<file path="src/hdl/dcache_pkg.sv">
`default_nettype none

package dcache_pkg;

    ////////////////////////////////////////////////////////////
    // geometry
    ////////////////////////////////////////////////////////////
    localparam int ADDR_W   = 32;
    localparam int WORD_W   = 64;
    localparam int LINE_W   = 256;
    localparam int BEATS    = LINE_W / WORD_W;
    localparam int OFFSET_W = 5;
    localparam int DEF_SETS = 64;

    typedef logic [ADDR_W-1:0]     addr_t;
    typedef logic [WORD_W-1:0]     word_t;
    typedef logic [WORD_W/8-1:0]   strb_t;
    typedef logic [LINE_W-1:0]     line_t;
    typedef logic [LINE_W/8-1:0]   line_be_t;

    ////////////////////////////////////////////////////////////
    // channel payloads
    ////////////////////////////////////////////////////////////
    typedef struct packed {
        addr_t addr;
        word_t wdata;
        strb_t strb;
    } cpu_req_t;

    // shared by AR and AW
    typedef struct packed {
        logic  valid;
        addr_t addr;
    } addr_ch_t;

    // shared by R and W
    typedef struct packed {
        logic  valid;
        word_t data;
        logic  last;
    } beat_t;

    typedef struct packed {
        logic     en;
        logic     way;
        addr_t    addr;
        line_t    line;
        line_be_t be;
    } line_wr_t;

    typedef enum logic [1:0] {
        TAG_NONE,
        TAG_FILL,
        TAG_SET_DIRTY,
        TAG_CLEAN
    } tag_upd_kind_e;

    typedef struct packed {
        tag_upd_kind_e kind;
        logic          way;
        addr_t         addr;
    } tag_upd_t;

endpackage

`default_nettype wire

</file>
<file path="src/hdl/mem_port.sv">
`default_nettype none
`timescale 1ns/10ps

module mem_port (
    input  wire logic              I_clk,
    input  wire logic              I_rst,
    input  wire logic              refill_start,
    input  wire logic              wb_start,
    input  wire dcache_pkg::addr_t line_addr,
    input  wire dcache_pkg::addr_t wb_addr,
    input  wire dcache_pkg::line_t wb_line,
    output dcache_pkg::line_t      refill_line,
    output logic                   refill_done,
    output logic                   wb_done,
    output dcache_pkg::addr_ch_t   mem_ar,
    input  wire logic              mem_arready,
    input  wire dcache_pkg::beat_t mem_r,
    output dcache_pkg::addr_ch_t   mem_aw,
    input  wire logic              mem_awready,
    output dcache_pkg::beat_t      mem_w,
    input  wire logic              mem_wready,
    input  wire logic              mem_bvalid
);

    import dcache_pkg::*;

    localparam int CNT_W = $clog2(BEATS);

    addr_ch_t          ar_q;
    addr_ch_t          aw_q;
    line_t             rbuf_q;
    logic              w_active_q;
    logic              b_wait_q;
    logic [CNT_W-1:0]  beat_q;
    logic              w_last;
    logic              w_fire;

    ////////////////////////////////////////////////////////////
    // read side
    ////////////////////////////////////////////////////////////
    always_ff @(posedge I_clk) begin
        if (I_rst) begin
            ar_q        <= '0;
            refill_done <= 1'b0;
        end else begin
            if (refill_start) begin
                ar_q.valid <= 1'b1;
                ar_q.addr  <= line_addr;
            end else if (mem_arready) begin
                ar_q.valid <= 1'b0;
            end
            refill_done <= mem_r.valid && mem_r.last;
        end
    end

    // first beat ends up in the low word after four shifts
    always_ff @(posedge I_clk) begin
        if (mem_r.valid) begin
            rbuf_q <= {mem_r.data, rbuf_q[LINE_W-1:WORD_W]};
        end
    end

    assign mem_ar      = ar_q;
    assign refill_line = rbuf_q;

    ////////////////////////////////////////////////////////////
    // write side
    ////////////////////////////////////////////////////////////
    assign w_last = (beat_q == CNT_W'(BEATS - 1));
    assign w_fire = w_active_q && mem_wready;

    always_ff @(posedge I_clk) begin
        if (I_rst) begin
            aw_q       <= '0;
            w_active_q <= 1'b0;
            b_wait_q   <= 1'b0;
            beat_q     <= '0;
        end else begin
            if (wb_start) begin
                aw_q.valid <= 1'b1;
                aw_q.addr  <= wb_addr;
            end else if (mem_awready) begin
                aw_q.valid <= 1'b0;
            end
            // data beats only after the address is taken
            if (aw_q.valid && mem_awready) begin
                w_active_q <= 1'b1;
            end else if (w_fire && w_last) begin
                w_active_q <= 1'b0;
            end
            if (w_fire) begin
                beat_q <= beat_q + CNT_W'(1);
            end
            if (w_fire && w_last) begin
                b_wait_q <= 1'b1;
            end else if (mem_bvalid) begin
                b_wait_q <= 1'b0;
            end
        end
    end

    assign mem_aw     = aw_q;
    assign mem_w.valid = w_active_q;
    assign mem_w.data  = wb_line[beat_q * WORD_W +: WORD_W];
    assign mem_w.last  = w_active_q && w_last;
    assign wb_done     = b_wait_q && mem_bvalid;

endmodule

`default_nettype wire

</file>
<file path="config.mk">
export PLATFORM = sky130hd
export DESIGN_NAME = mem_port
export DESIGN_NICKNAME = d
export VERILOG_FILES = /design/src/hdl/dcache_pkg.sv /design/src/hdl/mem_port.sv
export SDC_FILE = /design/constraint.sdc
export NUM_CORES = 1
export LEC_CHECK = 0
export BUFFER_PORTS_ARGS = -buffer_cell sky130_fd_sc_hd__clkbuf_2
export CORE_AREA = 2 2 306 308
export DETAILED_ROUTE_END_ITERATION = 6
export DIE_AREA = 0 0 308 310
export GPL_TIMING_DRIVEN = 0
export PLACE_DENSITY_LB_ADDON = 0.12
export SLEW_MARGIN = 40
export SYNTH_ARGS = -nofsm -noshare
export SYNTH_HDL_FRONTEND = slang
export SYNTH_SLANG_ARGS = --single-unit
</file>
<file path="constraint.sdc">
create_clock -name I_clk -period 2 [get_ports I_clk]
set_clock_uncertainty 0.05 [all_clocks]
set_input_delay 0.4 -clock I_clk [delete_from_list [all_inputs] [get_ports I_clk]]
set_output_delay 0.4 -clock I_clk [all_outputs]
set_load 0.01 [all_outputs]
</file>
==> impl_metrics.ini <==
[final_layout]
nNetsFinal = 1928
area_delta_synth_final_pct = 70.5
seq_area_sq_um = 9110
drive_above_1_share_pct = 59.6
multi_input_area_sq_um = 2450
fillers = 10100
layoutNonFillerInstCount = 2768

[clock_network]
cts.reportedPaths.clkPinSlew_ns = 0.05
clock_path_buffers = 3
cts_buffers = 42
htreeDepth = 2
clock_latency_ns = 0.58
cts.sinks = 327
root_buffer = clkbuf_16
cts_tree = built

[yosys]
synth_top_family_by_area = multiplexers
netlist_instances = 573
synth_commonest_cells = edfxtp_1 (256), dfxtp_1 (71), nor2_1 (65)
synth_xor_area_share_pct = 0
synth_warnings = 0
synth_area_leaders = edfxtp_1 (65%), mux4_2 (12%), dfxtp_1 (12%)
syn_area_per_cell_sq_um = 20.5
yosysUniqueCellTypes = 18
syn_nets = 968
synth_compound_area_share_pct = 0.511
synth_most_common_cell = edfxtp_1
synth_edf_count = 256
synth_fa_ha_area_share_pct = 0.106
synth-simple-area-share_pct = 2.56
yosysTopAreaCell = edfxtp_1
synth.top_cell.area_share_pct = 65.4
synthArstFlopShare_pct = 0
muxShareOfSynthArea_pct = 17.7
synthesis.area_sq_um = 11800
synth_seq_area_share_pct = 77.5
synth_ff_type = edfxtp_1
ys_seq_elements = 327

[timing]
fin_hold_ws_ns = 0.0530
finalHoldViolCount = 0
fmax_mhz = 419
finalCritPeriodShare_pct = 119
relSlewSlack_pct = 57.5
setup_viol = 64
min_period_ns = 2.39
rsz0062_at_grt = true
drv_slew = 0
setup_ws_ns = -0.387
worstMarginPinSlew_ns = 0.637

[place]
gp_congestion = 0.762
place_inst = 2554
place_hpwl_mm = 46.5
portBuffers = 780
pre_cts_slack_ns = -0.240

[global_routing]
grt_pass1_wl_mm = 72.7
antenna_found_initial = 21
grt_max_degree = 68
grt_pass1_vias = 9644
overflow = 0
grt.total_usage_pct = 10.8

[floorplanning]
ios = 784
dieHeight_um = 310
core_area_sq_um = 92500
die_w_um = 308
start_util_pct = 12.7
num_rows = 112
dieArea_sq_um = 95500

[route]
drtAntennaViolNets = 0
wl_mm = 55.9
drc = 0
drtPass1Iterations = 6
wl_per_cell_um = 20.2
via_per_inst = 3.34
drt-initial-drc-count = 321
vias = 9257

[worst_setup_path]
path_common_cell = buf_12
critPathBufInv = 3
rr_worst_depth = 3
reg2reg_slack_ns = 0.86
crit_cells = 4
crit_path_end = mem_w[34]
worst_ep_required_time_ns = 1.55
slowest_stage = mux4_2
setup.worst_path.class = reg -> out
r2r-end = beat_q[0]
critPathMaxStageDelay_ns = 0.56
worstSetupStartpointType = register
r2r_start = beat_q[0]
critPathLaunch = beat_q[0]
cp_top_family = multiplexers
arrival_ns = 1.94
worstPathCellList = buf_12 > buf_12 > mux4_2 > buf_6
path_max_fanout = 8
end_kind = output port

[status]
failed_checks = setup timing
outcome = finished, violations left

[power_and_ir_drop]
power_switching_w = 0.00442
combPwrFrac_pct = 12.3
p_clk_share_pct = 41.3
ir_drop_mv = 0.600
p_per_area_nw_per_um2 = 866
power.internal_w = 0.0129
leakage_nw = 8.62
seqPwrFrac_pct = 46.4
p_sw_share_pct = 25.5

[min_path]
hold_path.class = in -> reg

[flow_run]
drv_cap = 0
==> repair_timing <==
| item | CTS | global route |
|---|---|---|
| gates resized for setup | 22 | 14 |
| hold buffers | 128 | 0 |
| gates cloned | 1 | 1 |
| endpoints found under the hold margin | 128 | 0 |
| setup buffers | 3 | 0 |
| setup endpoints to repair | 65 | 64 |
==> how the worst min path moves through the flow <==
stage,end,slack (ns),from,cells after the start
6_report,mem_aw[17],0.05,wb_addr[17],3
5_1_grt,mem_aw[17],0.04,wb_addr[17],3
4_1_cts,mem_ar[2],0.0006,line_addr[2],3
3_5_place_dp,refill_line[165],0.38,refill_line[229],0
3_3_place_gp,refill_line[144],0.38,refill_line[208],0
2_1_floorplan,b_wait_q,0.39,b_wait_q,2
==> metrics by stage <==
stage                     util (%)  area [sq um]  total power (W)  TNS [ns]
final                         21.7         20000           0.0173    -21.49
after global routing          21.7         20000           0.0182    -27.97
after CTS                     21.6         20000           0.0178    -27.20
after detailed placement      18.7         17300           0.0101    -15.68
after global placement        18.5         17200           0.0102   -989.31
after floorplan                  -         11800          0.00880         0
==> cells in the final DEF (no fill, tap or decap), drive strengths merged <==
master / count
inv: 2
clkinvlp: 1
mux2i: 64
bufinv: 1
ha: 1
edfxtp: 256
dlygate4sd3: 128
clkbuf: 838
nand2: 2
nor2: 65
diode: 5
buf: 34
a21bo: 3
nand3: 2
clkinv: 22
and2: 2
dfxtp: 71
nand2b: 3
nand3b: 1
mux4: 64
a21oi: 6
==> final cells by class <==
class                           instances  area share [%]
Tap cell                             1197            7.48
Clock buffer                           53            5.45
Multi-Input combinational cell        213            12.3
Sequential cell                       327            45.5
Clock inverter                         24            1.06
Timing Repair Buffer                  916            27.0
Inverter                                2          0.0375
Buffer                                 31            1.21
Antenna cell                            5          0.0625
==> cell families (layout without fill, tap and decap cells) <==
| family | after synthesis | in the layout |
|---|---|---|
| and+or+nand+nor | 75 | 75 |
| adders and majority gates | 1 | 1 |
| muxes | 128 | 128 |
| AOI/OAI and AO/OA | 9 | 9 |
| DFF | 327 | 327 |
| buffers and inverters | 33 | 1026 |
| other | 0 | 5 |
==> power by group through the flow <==
stage | clock network (W) | logic, W | registers [W]
after floorplan | 0 | 0.000427 | 0.00837
after global placement | 0 | 0.00192 | 0.00825
after detailed placement | 0 | 0.00193 | 0.00820
after CTS | 0.00756 | 0.00218 | 0.00806
after global routing | 0.00779 | 0.00228 | 0.00811
final | 0.00717 | 0.00213 | 0.00805
==> worst min-delay path, delay by kind of cell <==
| kind | cells | cell delay (ns) |
|---|---|---|
| buf+inv | 1 | 0.10 |
| mux | 1 | 0.07 |
| simple gates | 1 | 0.08 |
==> routing by layer <==
metal,share of wire [%],global-route usage (%),vias up
met1,33,10.5,4471
met4,3.8,4.55,2
met3,8.1,3.34,92
li1,-,-,4194
met5,0.020,0,-
met2,55,21.1,498
==> sequential cells by signal (all words and copies together) (netlist names) <==
register / cells
b_wait_q: 1
refill_line: 256
beat_q: 2
refill_done: 1
mem_aw: 33
w_active_q: 1
mem_ar: 33
(Power assumes the default switching activity.)
