`config.mk`:
```
export PLATFORM = sky130hd
export DESIGN_NAME = dcache_ctrl
export DESIGN_NICKNAME = d
export VERILOG_FILES = /design/src/hdl/dcache_pkg.sv /design/src/hdl/dcache_ctrl.sv
export SDC_FILE = /design/constraint.sdc
export NUM_CORES = 1
export LEC_CHECK = 0
export ABC_AREA = 1
export BUFFER_PORTS_ARGS = -buffer_cell sky130_fd_sc_hd__buf_2
export CAP_MARGIN = 20
export CORE_AREA = 8 8 640 642
export DETAILED_ROUTE_END_ITERATION = 12
export DIE_AREA = 0 0 648 650
export GPL_TIMING_DRIVEN = 0
export PLACE_DENSITY = 0.3
export SETUP_SLACK_MARGIN = 0.02
export SKIP_LAST_GASP = 1
export SLEW_MARGIN = 30
export SYNTH_ARGS = -nofsm -noshare
export SYNTH_HDL_FRONTEND = slang
export SYNTH_SLANG_ARGS = --single-unit
export TNS_END_PERCENT = 30
```
`constraint.sdc`:
```
create_clock -name I_clk -period 13.2 [get_ports I_clk]
set_input_delay 0.66 -clock I_clk [delete_from_list [all_inputs] [get_ports I_clk]]
set_output_delay 0.66 -clock I_clk [all_outputs]
set_load 0.01 [all_outputs]
```
`src/hdl/dcache_pkg.sv`:
```
`default_nettype none

package dcache_pkg;

    ////////////////////////////////////////////////////////////
    // geometry
    ////////////////////////////////////////////////////////////
    localparam int ADDR_W   = 32;
    localparam int WORD_W   = 64;
    localparam int LINE_W   = 256;
    localparam int BEATS    = LINE_W / WORD_W;
    localparam int OFFSET_W = 5;
    localparam int DEF_SETS = 64;

    typedef logic [ADDR_W-1:0]     addr_t;
    typedef logic [WORD_W-1:0]     word_t;
    typedef logic [WORD_W/8-1:0]   strb_t;
    typedef logic [LINE_W-1:0]     line_t;
    typedef logic [LINE_W/8-1:0]   line_be_t;

    ////////////////////////////////////////////////////////////
    // channel payloads
    ////////////////////////////////////////////////////////////
    typedef struct packed {
        addr_t addr;
        word_t wdata;
        strb_t strb;
    } cpu_req_t;

    // shared by AR and AW
    typedef struct packed {
        logic  valid;
        addr_t addr;
    } addr_ch_t;

    // shared by R and W
    typedef struct packed {
        logic  valid;
        word_t data;
        logic  last;
    } beat_t;

    typedef struct packed {
        logic     en;
        logic     way;
        addr_t    addr;
        line_t    line;
        line_be_t be;
    } line_wr_t;

    typedef enum logic [1:0] {
        TAG_NONE,
        TAG_FILL,
        TAG_SET_DIRTY,
        TAG_CLEAN
    } tag_upd_kind_e;

    typedef struct packed {
        tag_upd_kind_e kind;
        logic          way;
        addr_t         addr;
    } tag_upd_t;

endpackage

`default_nettype wire

```
`src/hdl/dcache_ctrl.sv`:
```
`default_nettype none
`timescale 1ns/10ps

module dcache_ctrl #(
    parameter int SETS = dcache_pkg::DEF_SETS
) (
    input  wire logic                 I_clk,
    input  wire logic                 I_rst,
    input  wire dcache_pkg::cpu_req_t cpu_req,
    input  wire logic                 cpu_rd,
    input  wire logic                 cpu_wr,
    output logic                      cpu_ready,
    output dcache_pkg::word_t         cpu_rdata,
    output logic                      cpu_rvalid,
    output logic                      cpu_bvalid,
    input  wire logic                 hit,
    input  wire logic                 hit_way,
    input  wire logic                 victim_way,
    input  wire logic                 victim_dirty,
    input  wire dcache_pkg::addr_t    victim_tag,
    output dcache_pkg::tag_upd_t      tag_upd,
    output logic                      rd_strobe,
    output dcache_pkg::line_wr_t      line_wr,
    input  wire dcache_pkg::line_t    way_lines [2],
    output logic                      refill_start,
    output logic                      wb_start,
    output dcache_pkg::addr_t         line_addr,
    output dcache_pkg::addr_t         wb_addr,
    output dcache_pkg::line_t         wb_line,
    input  wire dcache_pkg::line_t    refill_line,
    input  wire logic                 refill_done,
    input  wire logic                 wb_done
);

    import dcache_pkg::*;

    localparam int IDX_W  = $clog2(SETS);
    localparam int WSEL_W = $clog2(BEATS);

    typedef enum logic [2:0] {
        S_IDLE,
        S_RD_HIT,
        S_WR_HIT,
        S_MISS,
        S_WB,
        S_ALLOC
    } state_e;

    state_e            state_q;
    state_e            state_d;
    cpu_req_t          req_q;
    logic              req_wr_q;
    logic              way_q;
    logic              vdirty_q;
    addr_t             vtag_q;
    logic              accept;
    logic              wr_hit;
    addr_t             cur_addr;
    logic [WSEL_W-1:0] hit_sel;
    logic [WSEL_W-1:0] req_sel;
    line_be_t          hit_be;
    line_t             merged_line;
    line_t             resp_line;

    assign cpu_ready = (state_q == S_IDLE) || (state_q == S_RD_HIT) || (state_q == S_WR_HIT);
    assign accept    = cpu_ready && (cpu_rd || cpu_wr);
    assign wr_hit    = accept && cpu_wr && hit;
    // live request while ready, latched one during a miss
    assign cur_addr  = cpu_ready ? cpu_req.addr : req_q.addr;
    assign hit_sel   = cpu_req.addr[OFFSET_W-1 -: WSEL_W];
    assign req_sel   = req_q.addr[OFFSET_W-1 -: WSEL_W];

    ////////////////////////////////////////////////////////////
    // request latch and state
    ////////////////////////////////////////////////////////////
    always_ff @(posedge I_clk) begin
        if (I_rst) begin
            state_q  <= S_IDLE;
            req_wr_q <= 1'b0;
        end else begin
            state_q <= state_d;
            if (accept) begin
                req_wr_q <= cpu_wr;
            end
        end
    end

    // victim choice already equals the hit way on a hit
    always_ff @(posedge I_clk) begin
        if (accept) begin
            req_q    <= cpu_req;
            way_q    <= victim_way;
            vdirty_q <= victim_dirty;
            vtag_q   <= victim_tag;
        end
    end

    always_comb begin
        state_d = state_q;
        case (state_q)
            S_IDLE, S_RD_HIT, S_WR_HIT: begin
                if (!accept) begin
                    state_d = S_IDLE;
                end else if (!hit) begin
                    state_d = S_MISS;
                end else if (cpu_wr) begin
                    state_d = S_WR_HIT;
                end else begin
                    state_d = S_RD_HIT;
                end
            end
            S_MISS: begin
                if (refill_done) begin
                    state_d = vdirty_q ? S_WB : S_ALLOC;
                end
            end
            S_WB: begin
                if (wb_done) begin
                    state_d = S_ALLOC;
                end
            end
            default: state_d = S_IDLE;
        endcase
    end

    ////////////////////////////////////////////////////////////
    // tag and line updates
    ////////////////////////////////////////////////////////////
    always_comb begin
        tag_upd.kind = TAG_NONE;
        tag_upd.way  = cpu_ready ? hit_way : way_q;
        tag_upd.addr = cur_addr;
        if (wr_hit) begin
            tag_upd.kind = TAG_SET_DIRTY;
        end else if (state_q == S_MISS && refill_done && !vdirty_q && req_wr_q) begin
            tag_upd.kind = TAG_SET_DIRTY;
        end else if (state_q == S_WB && wb_done) begin
            // victim is now clean in memory, a write dirties it again
            tag_upd.kind = req_wr_q ? TAG_SET_DIRTY : TAG_CLEAN;
        end else if (state_q == S_ALLOC) begin
            tag_upd.kind = TAG_FILL;
        end
    end

    // write-miss merge of the cpu word into the refilled line
    always_comb begin
        merged_line = refill_line;
        if (req_wr_q) begin
            for (int i = 0; i < WORD_W / 8; i++) begin
                if (req_q.strb[i]) begin
                    merged_line[req_sel * WORD_W + i * 8 +: 8] = req_q.wdata[i * 8 +: 8];
                end
            end
        end
    end

    always_comb begin
        hit_be = '0;
        hit_be[hit_sel * (WORD_W / 8) +: WORD_W / 8] = cpu_req.strb;
        line_wr.way  = cpu_ready ? hit_way : way_q;
        line_wr.addr = cur_addr;
        if (state_q == S_ALLOC) begin
            line_wr.en   = 1'b1;
            line_wr.line = merged_line;
            line_wr.be   = '1;
        end else begin
            line_wr.en   = wr_hit;
            line_wr.line = {BEATS{cpu_req.wdata}};
            line_wr.be   = hit_be;
        end
    end

    ////////////////////////////////////////////////////////////
    // memory port and cpu response
    ////////////////////////////////////////////////////////////
    assign rd_strobe    = accept;
    assign refill_start = accept && !hit;
    assign line_addr    = {cur_addr[ADDR_W-1:OFFSET_W], {OFFSET_W{1'b0}}};
    assign wb_start     = (state_q == S_MISS) && refill_done && vdirty_q;
    assign wb_addr      = vtag_q | {{(ADDR_W - IDX_W - OFFSET_W){1'b0}},
                                    req_q.addr[OFFSET_W +: IDX_W], {OFFSET_W{1'b0}}};
    assign wb_line      = way_lines[way_q];

    assign resp_line  = (state_q == S_ALLOC) ? merged_line : way_lines[way_q];
    assign cpu_rdata  = resp_line[req_sel * WORD_W +: WORD_W];
    assign cpu_rvalid = (state_q == S_RD_HIT) || (state_q == S_ALLOC && !req_wr_q);
    assign cpu_bvalid = (state_q == S_WR_HIT) || (state_q == S_ALLOC && req_wr_q);

endmodule

`default_nettype wire

```
==> summary.md, run 1 <==
Yosys
- **count of cell types in the netlist** 28
- **biggest area contributors in the synthesized netlist** nand2_1, edfxtp_1, nand3_1
- **most area-hungry cell type in the Yosys netlist** nand2_1
- **part of the Yosys area used for sequential elements** 22.0%
- **warnings from Yosys** 0
- **flops & latches, synth** 142
- **post-synthesis cell area** 0.0192 mm²
- **top cell type's share of synthesized area** 34.5%
- **Gate Count Post-Synth** 3,509
- **average cell area after synthesis** 5.47 µm²

Clock network
- **Num Clock Sinks** 142
- **H-tree lvl count** 4
- **clock-pin slew reported for the worst setup and hold paths after clock tree synthesis** 0.12 ns
- **cell at the root of the clock tree** clkbuf_16
- **TritonCTS clock tree** yes
- **number of clock buffers inserted by TritonCTS** 21
- **hold buffers post-CTS** 0
- **Post-CTS Repair Setup Buffers** 0
- **clock insertion delay at the later pin of the skew report** 0.59 ns
- **cells resized by post-CTS repair** 0
- **CTS Buffer Depth** 3

Floorplan
- **full die area** 0.421 mm²
- **die outline height** 650 µm
- **placeable core region** 0.400 mm²
- **starting density of the core** 4.79%
- **Die W** 648 µm
- **floorplan row count** 233
- **number of primary I/O pins** 1,661

GRT
- **pin count of the biggest net entering global routing** 20
- **met1 track demand over resource in global routing** 25.4%
- **global-route wire length before repair** 573,000 µm
- **met2 capacity usage during global routing** 39.3%
- **leftover overflow at the end of global routing** 0
- **busiest layer in global routing** met2
- **number of antenna violations at the first check in global routing** 402
- **vias in the first global route** 34,900
- **global-route total usage across every layer** 22.5%
- **met3 usage in global routing** 8.39%

Place
- **buffers added on ports** 1,655
- **worst-case setup slack after placement** 6.72 ns
- **global placer's final weighted congestion** 0.912
- **HPWL reported at the end of detailed placement** 448,000 µm
- **cell total after placement** 10,500

Outcome
- **outcome** complete, no violations

Setup path
- **R2R depth** 11
- **Reg-to-Reg Start** state_q[0]$_SDFFE_PP0P_
- **kind of cell adding the most delay to the critical path** buffers and inverters
- **crit path max fanout** 12
- **critical path's slowest cell** buf_2
- **critical path start-end classification** flip-flop to primary output
- **nature of the critical path endpoint** primary output
- **max incr delay on CP** 0.83 ns
- **R2R Path End** req_q[64]$_DFFE_PN_
- **Setup crit start kind** flip-flop
- **Top cell by count, worst path** buf_2
- **worst path bufs/invs** 6
- **flop2flop setup slack** 10.19 ns
- **arrival time of the worst setup path** 6.44 ns
- **required time at the endpoint of the critical path** 12.54 ns
- **crit-path cells** inv_1, buf_2, buf_2, buf_2, ha_1, buf_2, nand2_1, nor2_4, nand3_1, nand3_1, nand3_1, nand2_1, buf_2

Timing
- **RSZ-0062 raised after global routing** no
- **Worst Max-Slew Pin Slew** 1.27 ns
- **final clock skew** 0.0328 ns
- **worst slew slack as a fraction of its limit** 15.4%
- **final setup violation count** 0
- **max frequency** 141 MHz
- **final critical delay including setup and external delays** 7.10 ns
- **final hold violation count** 0
- **PnR worst setup slack** 6.10 ns
- **final cycle utilization of the critical path** 53.8%
- **number of pins exceeding their max-slew limit in the final report** 0

Worst hold path
- **worst hold path class** input port to flip-flop
- **count of cells along the worst hold path** 1
- **hold worst-path end** vtag_q[8]$_DFFE_PN_
- **min-delay src** victim_tag[8]

Power
- **Max rail drop VDD** 0.0000630 V
- **sw frac** 58.0%
- **clock network fraction of design power** 21.1%
- **power share of the sequential group** 17.5%
- **leakage dissipation** 0.0178 µW
- **relative contribution of combinational cells to total power** 61.5%
- **net switching power** 1930 µW
- **PD cells** 88.4 mW/mm²
- **Power Internal** 1400 µW

Job
- **total of max-cap violations** 0

Detailed routing
- **Iter 0 DRT Violations** 3,419
- **Routed WL** 497,000 µm
- **vias per std cell** 3.33
- **Residual DRC** 0
- **total number of vias** 35,800
- **count of nets left with antenna violations after detail routing** 0
- **Pre-antenna DRT Iters** 6
- **drt wl/cell** 46.2 µm

Finish
- **nets@finish** 6,195
- **commonest non-fill, non-tap cells in the layout** buf_2, nand2_1, nand3_1
- **Synth-to-Final Area Change** 96.1%
- **share of cells above drive strength 1** 40.9%
- **final cell count without fillers** 10,800
- **leading cell type in the layout, fill and taps excluded** buf_2

-- flip-flops by register name, summed over array words and instances (netlist names) --
| name | cells |
|---|---|
| way_q | 1 |
| req_q | 104 |
| req_wr_q | 1 |
| vdirty_q | 1 |
| vtag_q | 32 |
| state_q | 3 |
-- per-layer routing --
layer | vias up | wire length (µm)
li1 | 15200 | -
met1 | 17600 | 190000
met2 | 2239 | 240000
met3 | 610 | 46200
met4 | 154 | 19200
met5 | - | 976
-- how the worst max path moves through the flow --
stage / startpoint / to / slack (ns) / cells past startpoint
finish: req_q[75]$_DFFE_PN_ / cpu_rdata[62] / 6.10 / 13
global route: req_q[75]$_DFFE_PN_ / cpu_rdata[62] / 6.12 / 13
CTS: req_q[75]$_DFFE_PN_ / cpu_rdata[58] / 5.98 / 16
detailed placement: req_q[75]$_DFFE_PN_ / cpu_rdata[58] / 6.72 / 16
global placement: state_q[0]$_SDFFE_PP0P_ / req_wr_q$_SDFFE_PP0N_ / -5.31 / 6
floorplan: state_q[0]$_SDFFE_PP0P_ / refill_start / 5.54 / 6
-- stage by stage --
stage	power (µW)	hold slack (ns)	TNS, ns	util (%)	cell area (µm²)
2_1_floorplan	1160	0.601	0	-	19200
3_3_place_gp	2610	0.694	-461.92	8.52	34100
3_5_place_dp	2690	0.686	0	9.12	36500
4_1_cts	3450	0.119	0	9.28	37200
5_1_grt	3460	0.151	0	9.31	37300
6_report	3330	0.212	0	9.40	37600
-- synth_stat cells --
library cell,number
buf_6,3
or2_2,6
nor2_4,14
nand3_1,540
buf_4,102
clkbuf_1,45
nor2_2,16
nand2_1,1765
nand2_4,2
inv_1,114
nand3_2,2
nor3_1,3
dfxtp_1,4
nor2_1,119
buf_2,118
buf_1,27
o21a_1,50
o21ai_0,90
nand2_2,2
nand3_4,1
inv_2,7
edfxtp_1,138
a21oi_2,14
o31ai_1,9
nand4_1,11
conb_1,1
a21oi_1,296
ha_1,10
-- cell families after synthesis --
kind of cell | share of synthesized area [%]
compound gates | 13.0
simple gates | 53.3
other cells | 0.0195
fa+ha+maj | 0.652
buf+inv | 11.0
flops | 22.0
-- layout make-up --
type / count / area, µm²
antenna: 196 / 490
buffer: 295 / 1730
clock buffer: 23 / 533
clock inverter: 10 / 103
fill: 47800 / 363000
inverter: 121 / 454
multi-input combinational: 2955 / 13400
sequential: 142 / 4220
tap: 5287 / 6620
timing repair buffer: 1735 / 10100
-- power by group through the flow --
stage | clock, µW | combinational (µW) | sequential (µW)
detailed placement | 0 | 2100 | 592
global placement | 0 | 1990 | 615
global route | 745 | 2130 | 585
CTS | 755 | 2110 | 582
floorplan | 0 | 585 | 578
finish | 702 | 2050 | 581
-- worst register-to-register path, delay by kind of cell, from the launching register on --
family,cells,cell delay [ns]
and+or+nand+nor,3,0.89
DFF,1,0.31
buffers and inverters,8,1.49
Power figures use the tool's default switching activity.
==> run 2, diff against run 1 <==
--- a/config.mk
+++ b/config.mk
@@ -8,9 +8,9 @@
 export ABC_AREA = 1
 export BUFFER_PORTS_ARGS = -buffer_cell sky130_fd_sc_hd__buf_2
 export CAP_MARGIN = 20
-export CORE_AREA = 8 8 640 642
+export CORE_AREA = 8 8 644 646
 export DETAILED_ROUTE_END_ITERATION = 12
-export DIE_AREA = 0 0 648 650
+export DIE_AREA = 0 0 652 654
 export GPL_TIMING_DRIVEN = 0
 export PLACE_DENSITY = 0.3
 export SETUP_SLACK_MARGIN = 0.02
==> constraint.sdc (replaced) <==
create_clock -name I_clk -period 7.03 [get_ports I_clk]
set_input_delay 0.3515 -clock I_clk [delete_from_list [all_inputs] [get_ports I_clk]]
set_output_delay 0.3515 -clock I_clk [all_outputs]
set_load 0.01 [all_outputs]
==> run 2 against run 1 <==
Against the previous run: final cell count is 2.3% higher; register-to-register slack worse by 5.9 ns; worst setup slack worse by 5.2 ns; first-iteration DRC count is 2.8% higher; critical path depth is 3 higher; routed wire length is 0.24% lower; clock skew is 0.0092 ns higher; clock power is 92% higher; count of clock-buffer cells in the layout is 1 lower; critical endpoint is now cpu_rdata[58].
==> summary.md, run 2 (synthesis results as in run 1) <==
GRT
- **leftover overflow at the end of global routing** 0
- **global-route wire length before repair** 571,000 µm
- **vias in the first global route** 35,300
- **global-route total usage across every layer** 22.1%
- **pin count of the biggest net entering global routing** 20
- **number of antenna violations at the first check in global routing** 388

Timing
- **worst slew slack as a fraction of its limit** 20.9%
- **Worst Max-Slew Pin Slew** 1.19 ns
- **PnR worst setup slack** 0.864 ns
- **RSZ-0062 raised after global routing** no
- **summed negative setup slack over all endpoints** 0 ns
- **number of pins exceeding their max-slew limit in the final report** 0
- **max frequency** 162 MHz
- **final cycle utilization of the critical path** 87.7%
- **final setup violation count** 0
- **final critical delay including setup and external delays** 6.17 ns
- **final clock skew** 0.0420 ns
- **final hold violation count** 0

Floorplan
- **full die area** 0.426 mm²
- **number of primary I/O pins** 1,661
- **floorplan row count** 234
- **placeable core region** 0.405 mm²
- **Die W** 652 µm
- **die outline height** 654 µm
- **starting density of the core** 4.74%

Detailed routing
- **Residual DRC** 0
- **highest routed metal layer** met5
- **routed wl met3** 44,900 µm
- **Pre-antenna DRT Iters** 6
- **wire length on met1** 196,000 µm
- **total number of vias** 36,200
- **drt wl/cell** 45.0 µm
- **vias per std cell** 3.29
- **Iter 0 DRT Violations** 3,514
- **Routed WL** 496,000 µm
- **Met2 Routed Length** 233,000 µm
- **count of nets left with antenna violations after detail routing** 0

Finish
- **fillcell total** 48,500
- **final cell count without fillers** 11,000
- **flip-flop count of the largest register, all copies and words added** 104
- **registers with the highest flip-flop counts** req_q (104), vtag_q (32), state_q (3)
- **leading cell type in the layout, fill and taps excluded** buf_2
- **nets@finish** 6,336
- **share of cells above drive strength 1** 40.1%
- **largest reg by FF count** req_q
- **commonest non-fill, non-tap cells in the layout** buf_2, nand2_1, nand3_1
- **Synth-to-Final Area Change** 105%

Setup path
- **crit path max fanout** 12
- **Setup crit start kind** flip-flop
- **nature of the critical path endpoint** primary output
- **Reg-to-Reg Start** state_q[0]$_SDFFE_PP0P_
- **R2R Path End** req_q[61]$_DFFE_PN_
- **arrival time of the worst setup path** 5.81 ns
- **critical path start-end classification** flip-flop to primary output
- **flop2flop setup slack** 4.26 ns
- **R2R depth** 10
- **required time at the endpoint of the critical path** 6.68 ns

Clock network
- **number of clock buffers inserted by TritonCTS** 21
- **clock insertion delay at the later pin of the skew report** 0.59 ns
- **Num Clock Sinks** 142
- **clock-pin slew reported for the worst setup and hold paths after clock tree synthesis** 0.10 ns
- **H-tree lvl count** 4
- **CTS Buffer Depth** 3
- **TritonCTS clock tree** yes
- **cell at the root of the clock tree** clkbuf_16

Power
- **Max rail drop VDD** 0.000123 V
- **leakage dissipation** 0.0185 µW
- **PD cells** 162 mW/mm²

Worst hold path
- **worst hold path class** input port to flip-flop
- **min-delay src** cpu_req[3]
- **hold worst-path end** req_q[3]$_DFFE_PN_
- **count of cells along the worst hold path** 1

Place
- **global placer's final weighted congestion** 0.917
- **HPWL reported at the end of detailed placement** 447,000 µm
- **cell total after placement** 10,700
- **buffers added on ports** 1,655
- **worst-case setup slack after placement** 1.25 ns

Outcome
- **outcome** complete, no violations

Job
- **total of max-cap violations** 0

==> run 2: changes by cell type in the layout (fill, tap and decap cells not counted), sizes merged <==
cell | previous run | this run
clkinv | 7 | 5
inv | 121 | 122
diode | 196 | 164
buf | 1985 | 1993
bufinv | 2 | 4
clkbuf | 68 | 67
dlygate4sd3 | 0 | 133
==> run 2: how the worst max path moves through the flow <==
stage / startpoint / end / slack, ns / cells after the start
floorplan: state_q[0]$_SDFFE_PP0P_ / state_q[0]$_SDFFE_PP0P_ / 1.99 / 6
global placement: state_q[0]$_SDFFE_PP0P_ / req_wr_q$_SDFFE_PP0N_ / -4.54 / 6
detailed placement: req_q[75]$_DFFE_PN_ / cpu_rdata[58] / 1.25 / 16
CTS: req_q[75]$_DFFE_PN_ / cpu_rdata[58] / 0.51 / 16
global route: req_q[75]$_DFFE_PN_ / cpu_rdata[32] / 0.61 / 14
finish: req_q[75]$_DFFE_PN_ / cpu_rdata[58] / 0.86 / 16
==> run 2: critical path: stages, from the launching register on <==
cell,delay [ns]
edfxtp_1,0.56
inv_1,0.12
buf_2,0.39
buf_2,0.50
buf_2,0.55
ha_1,0.23
buf_2,0.42
nand2_1,0.20
inv_1,0.17
nand2_1,0.34
inv_1,0.43
o21ai_0,0.14
nand2_1,0.35
nand2_1,0.30
nand3_1,0.17
nand2_1,0.07
buf_2,0.16
==> run 2: where the power goes <==
| part | internal, µW | leakage [µW] | switching, µW |
|---|---|---|---|
| Sequential | 1020 | 0.00142 | 67.5 |
| Clock | 698 | 0.000334 | 650 |
| Combinational | 1040 | 0.0167 | 2880 |
==> run 2: layer usage <==
layer  vias up  track usage (%)
met1     17800             25.7
met4       156             7.33
met2      2189             37.6
met3       633             8.03
li1      15500                -
met5         -                0
==> run 2: what timing repair did <==
| item | CTS | global route |
|---|---|---|
| hold buffers | 133 | 0 |
| resized for setup | 0 | 0 |
| setup buffers | 0 | 0 |
| endpoints found under the hold margin | 135 | 0 |
==> run 2: per-stage QoR <==
step	util (%)	area [µm²]	hold WS, ns	power, µW
2_1_floorplan	-	19200	0.421	2180
3_3_place_gp	8.47	34300	0.528	4860
3_5_place_dp	9.12	36900	0.530	5060
4_1_cts	9.62	38900	0.00915	6570
5_1_grt	9.65	39000	0.0389	6610
6_report	9.73	39400	0.0562	6360
==> run 2: layout make-up <==
type	count	area, µm²	area share, %
Tap cell	5428	6790	17.3
Clock inverter	11	159	0.404
Clock buffer	22	529	1.34
Sequential cell	142	4220	10.7
Buffer	295	1740	4.42
Antenna cell	164	410	1.04
Multi-Input combinational cell	2955	13400	34.1
Timing Repair Buffer	1876	11600	29.5
Inverter	121	454	1.15
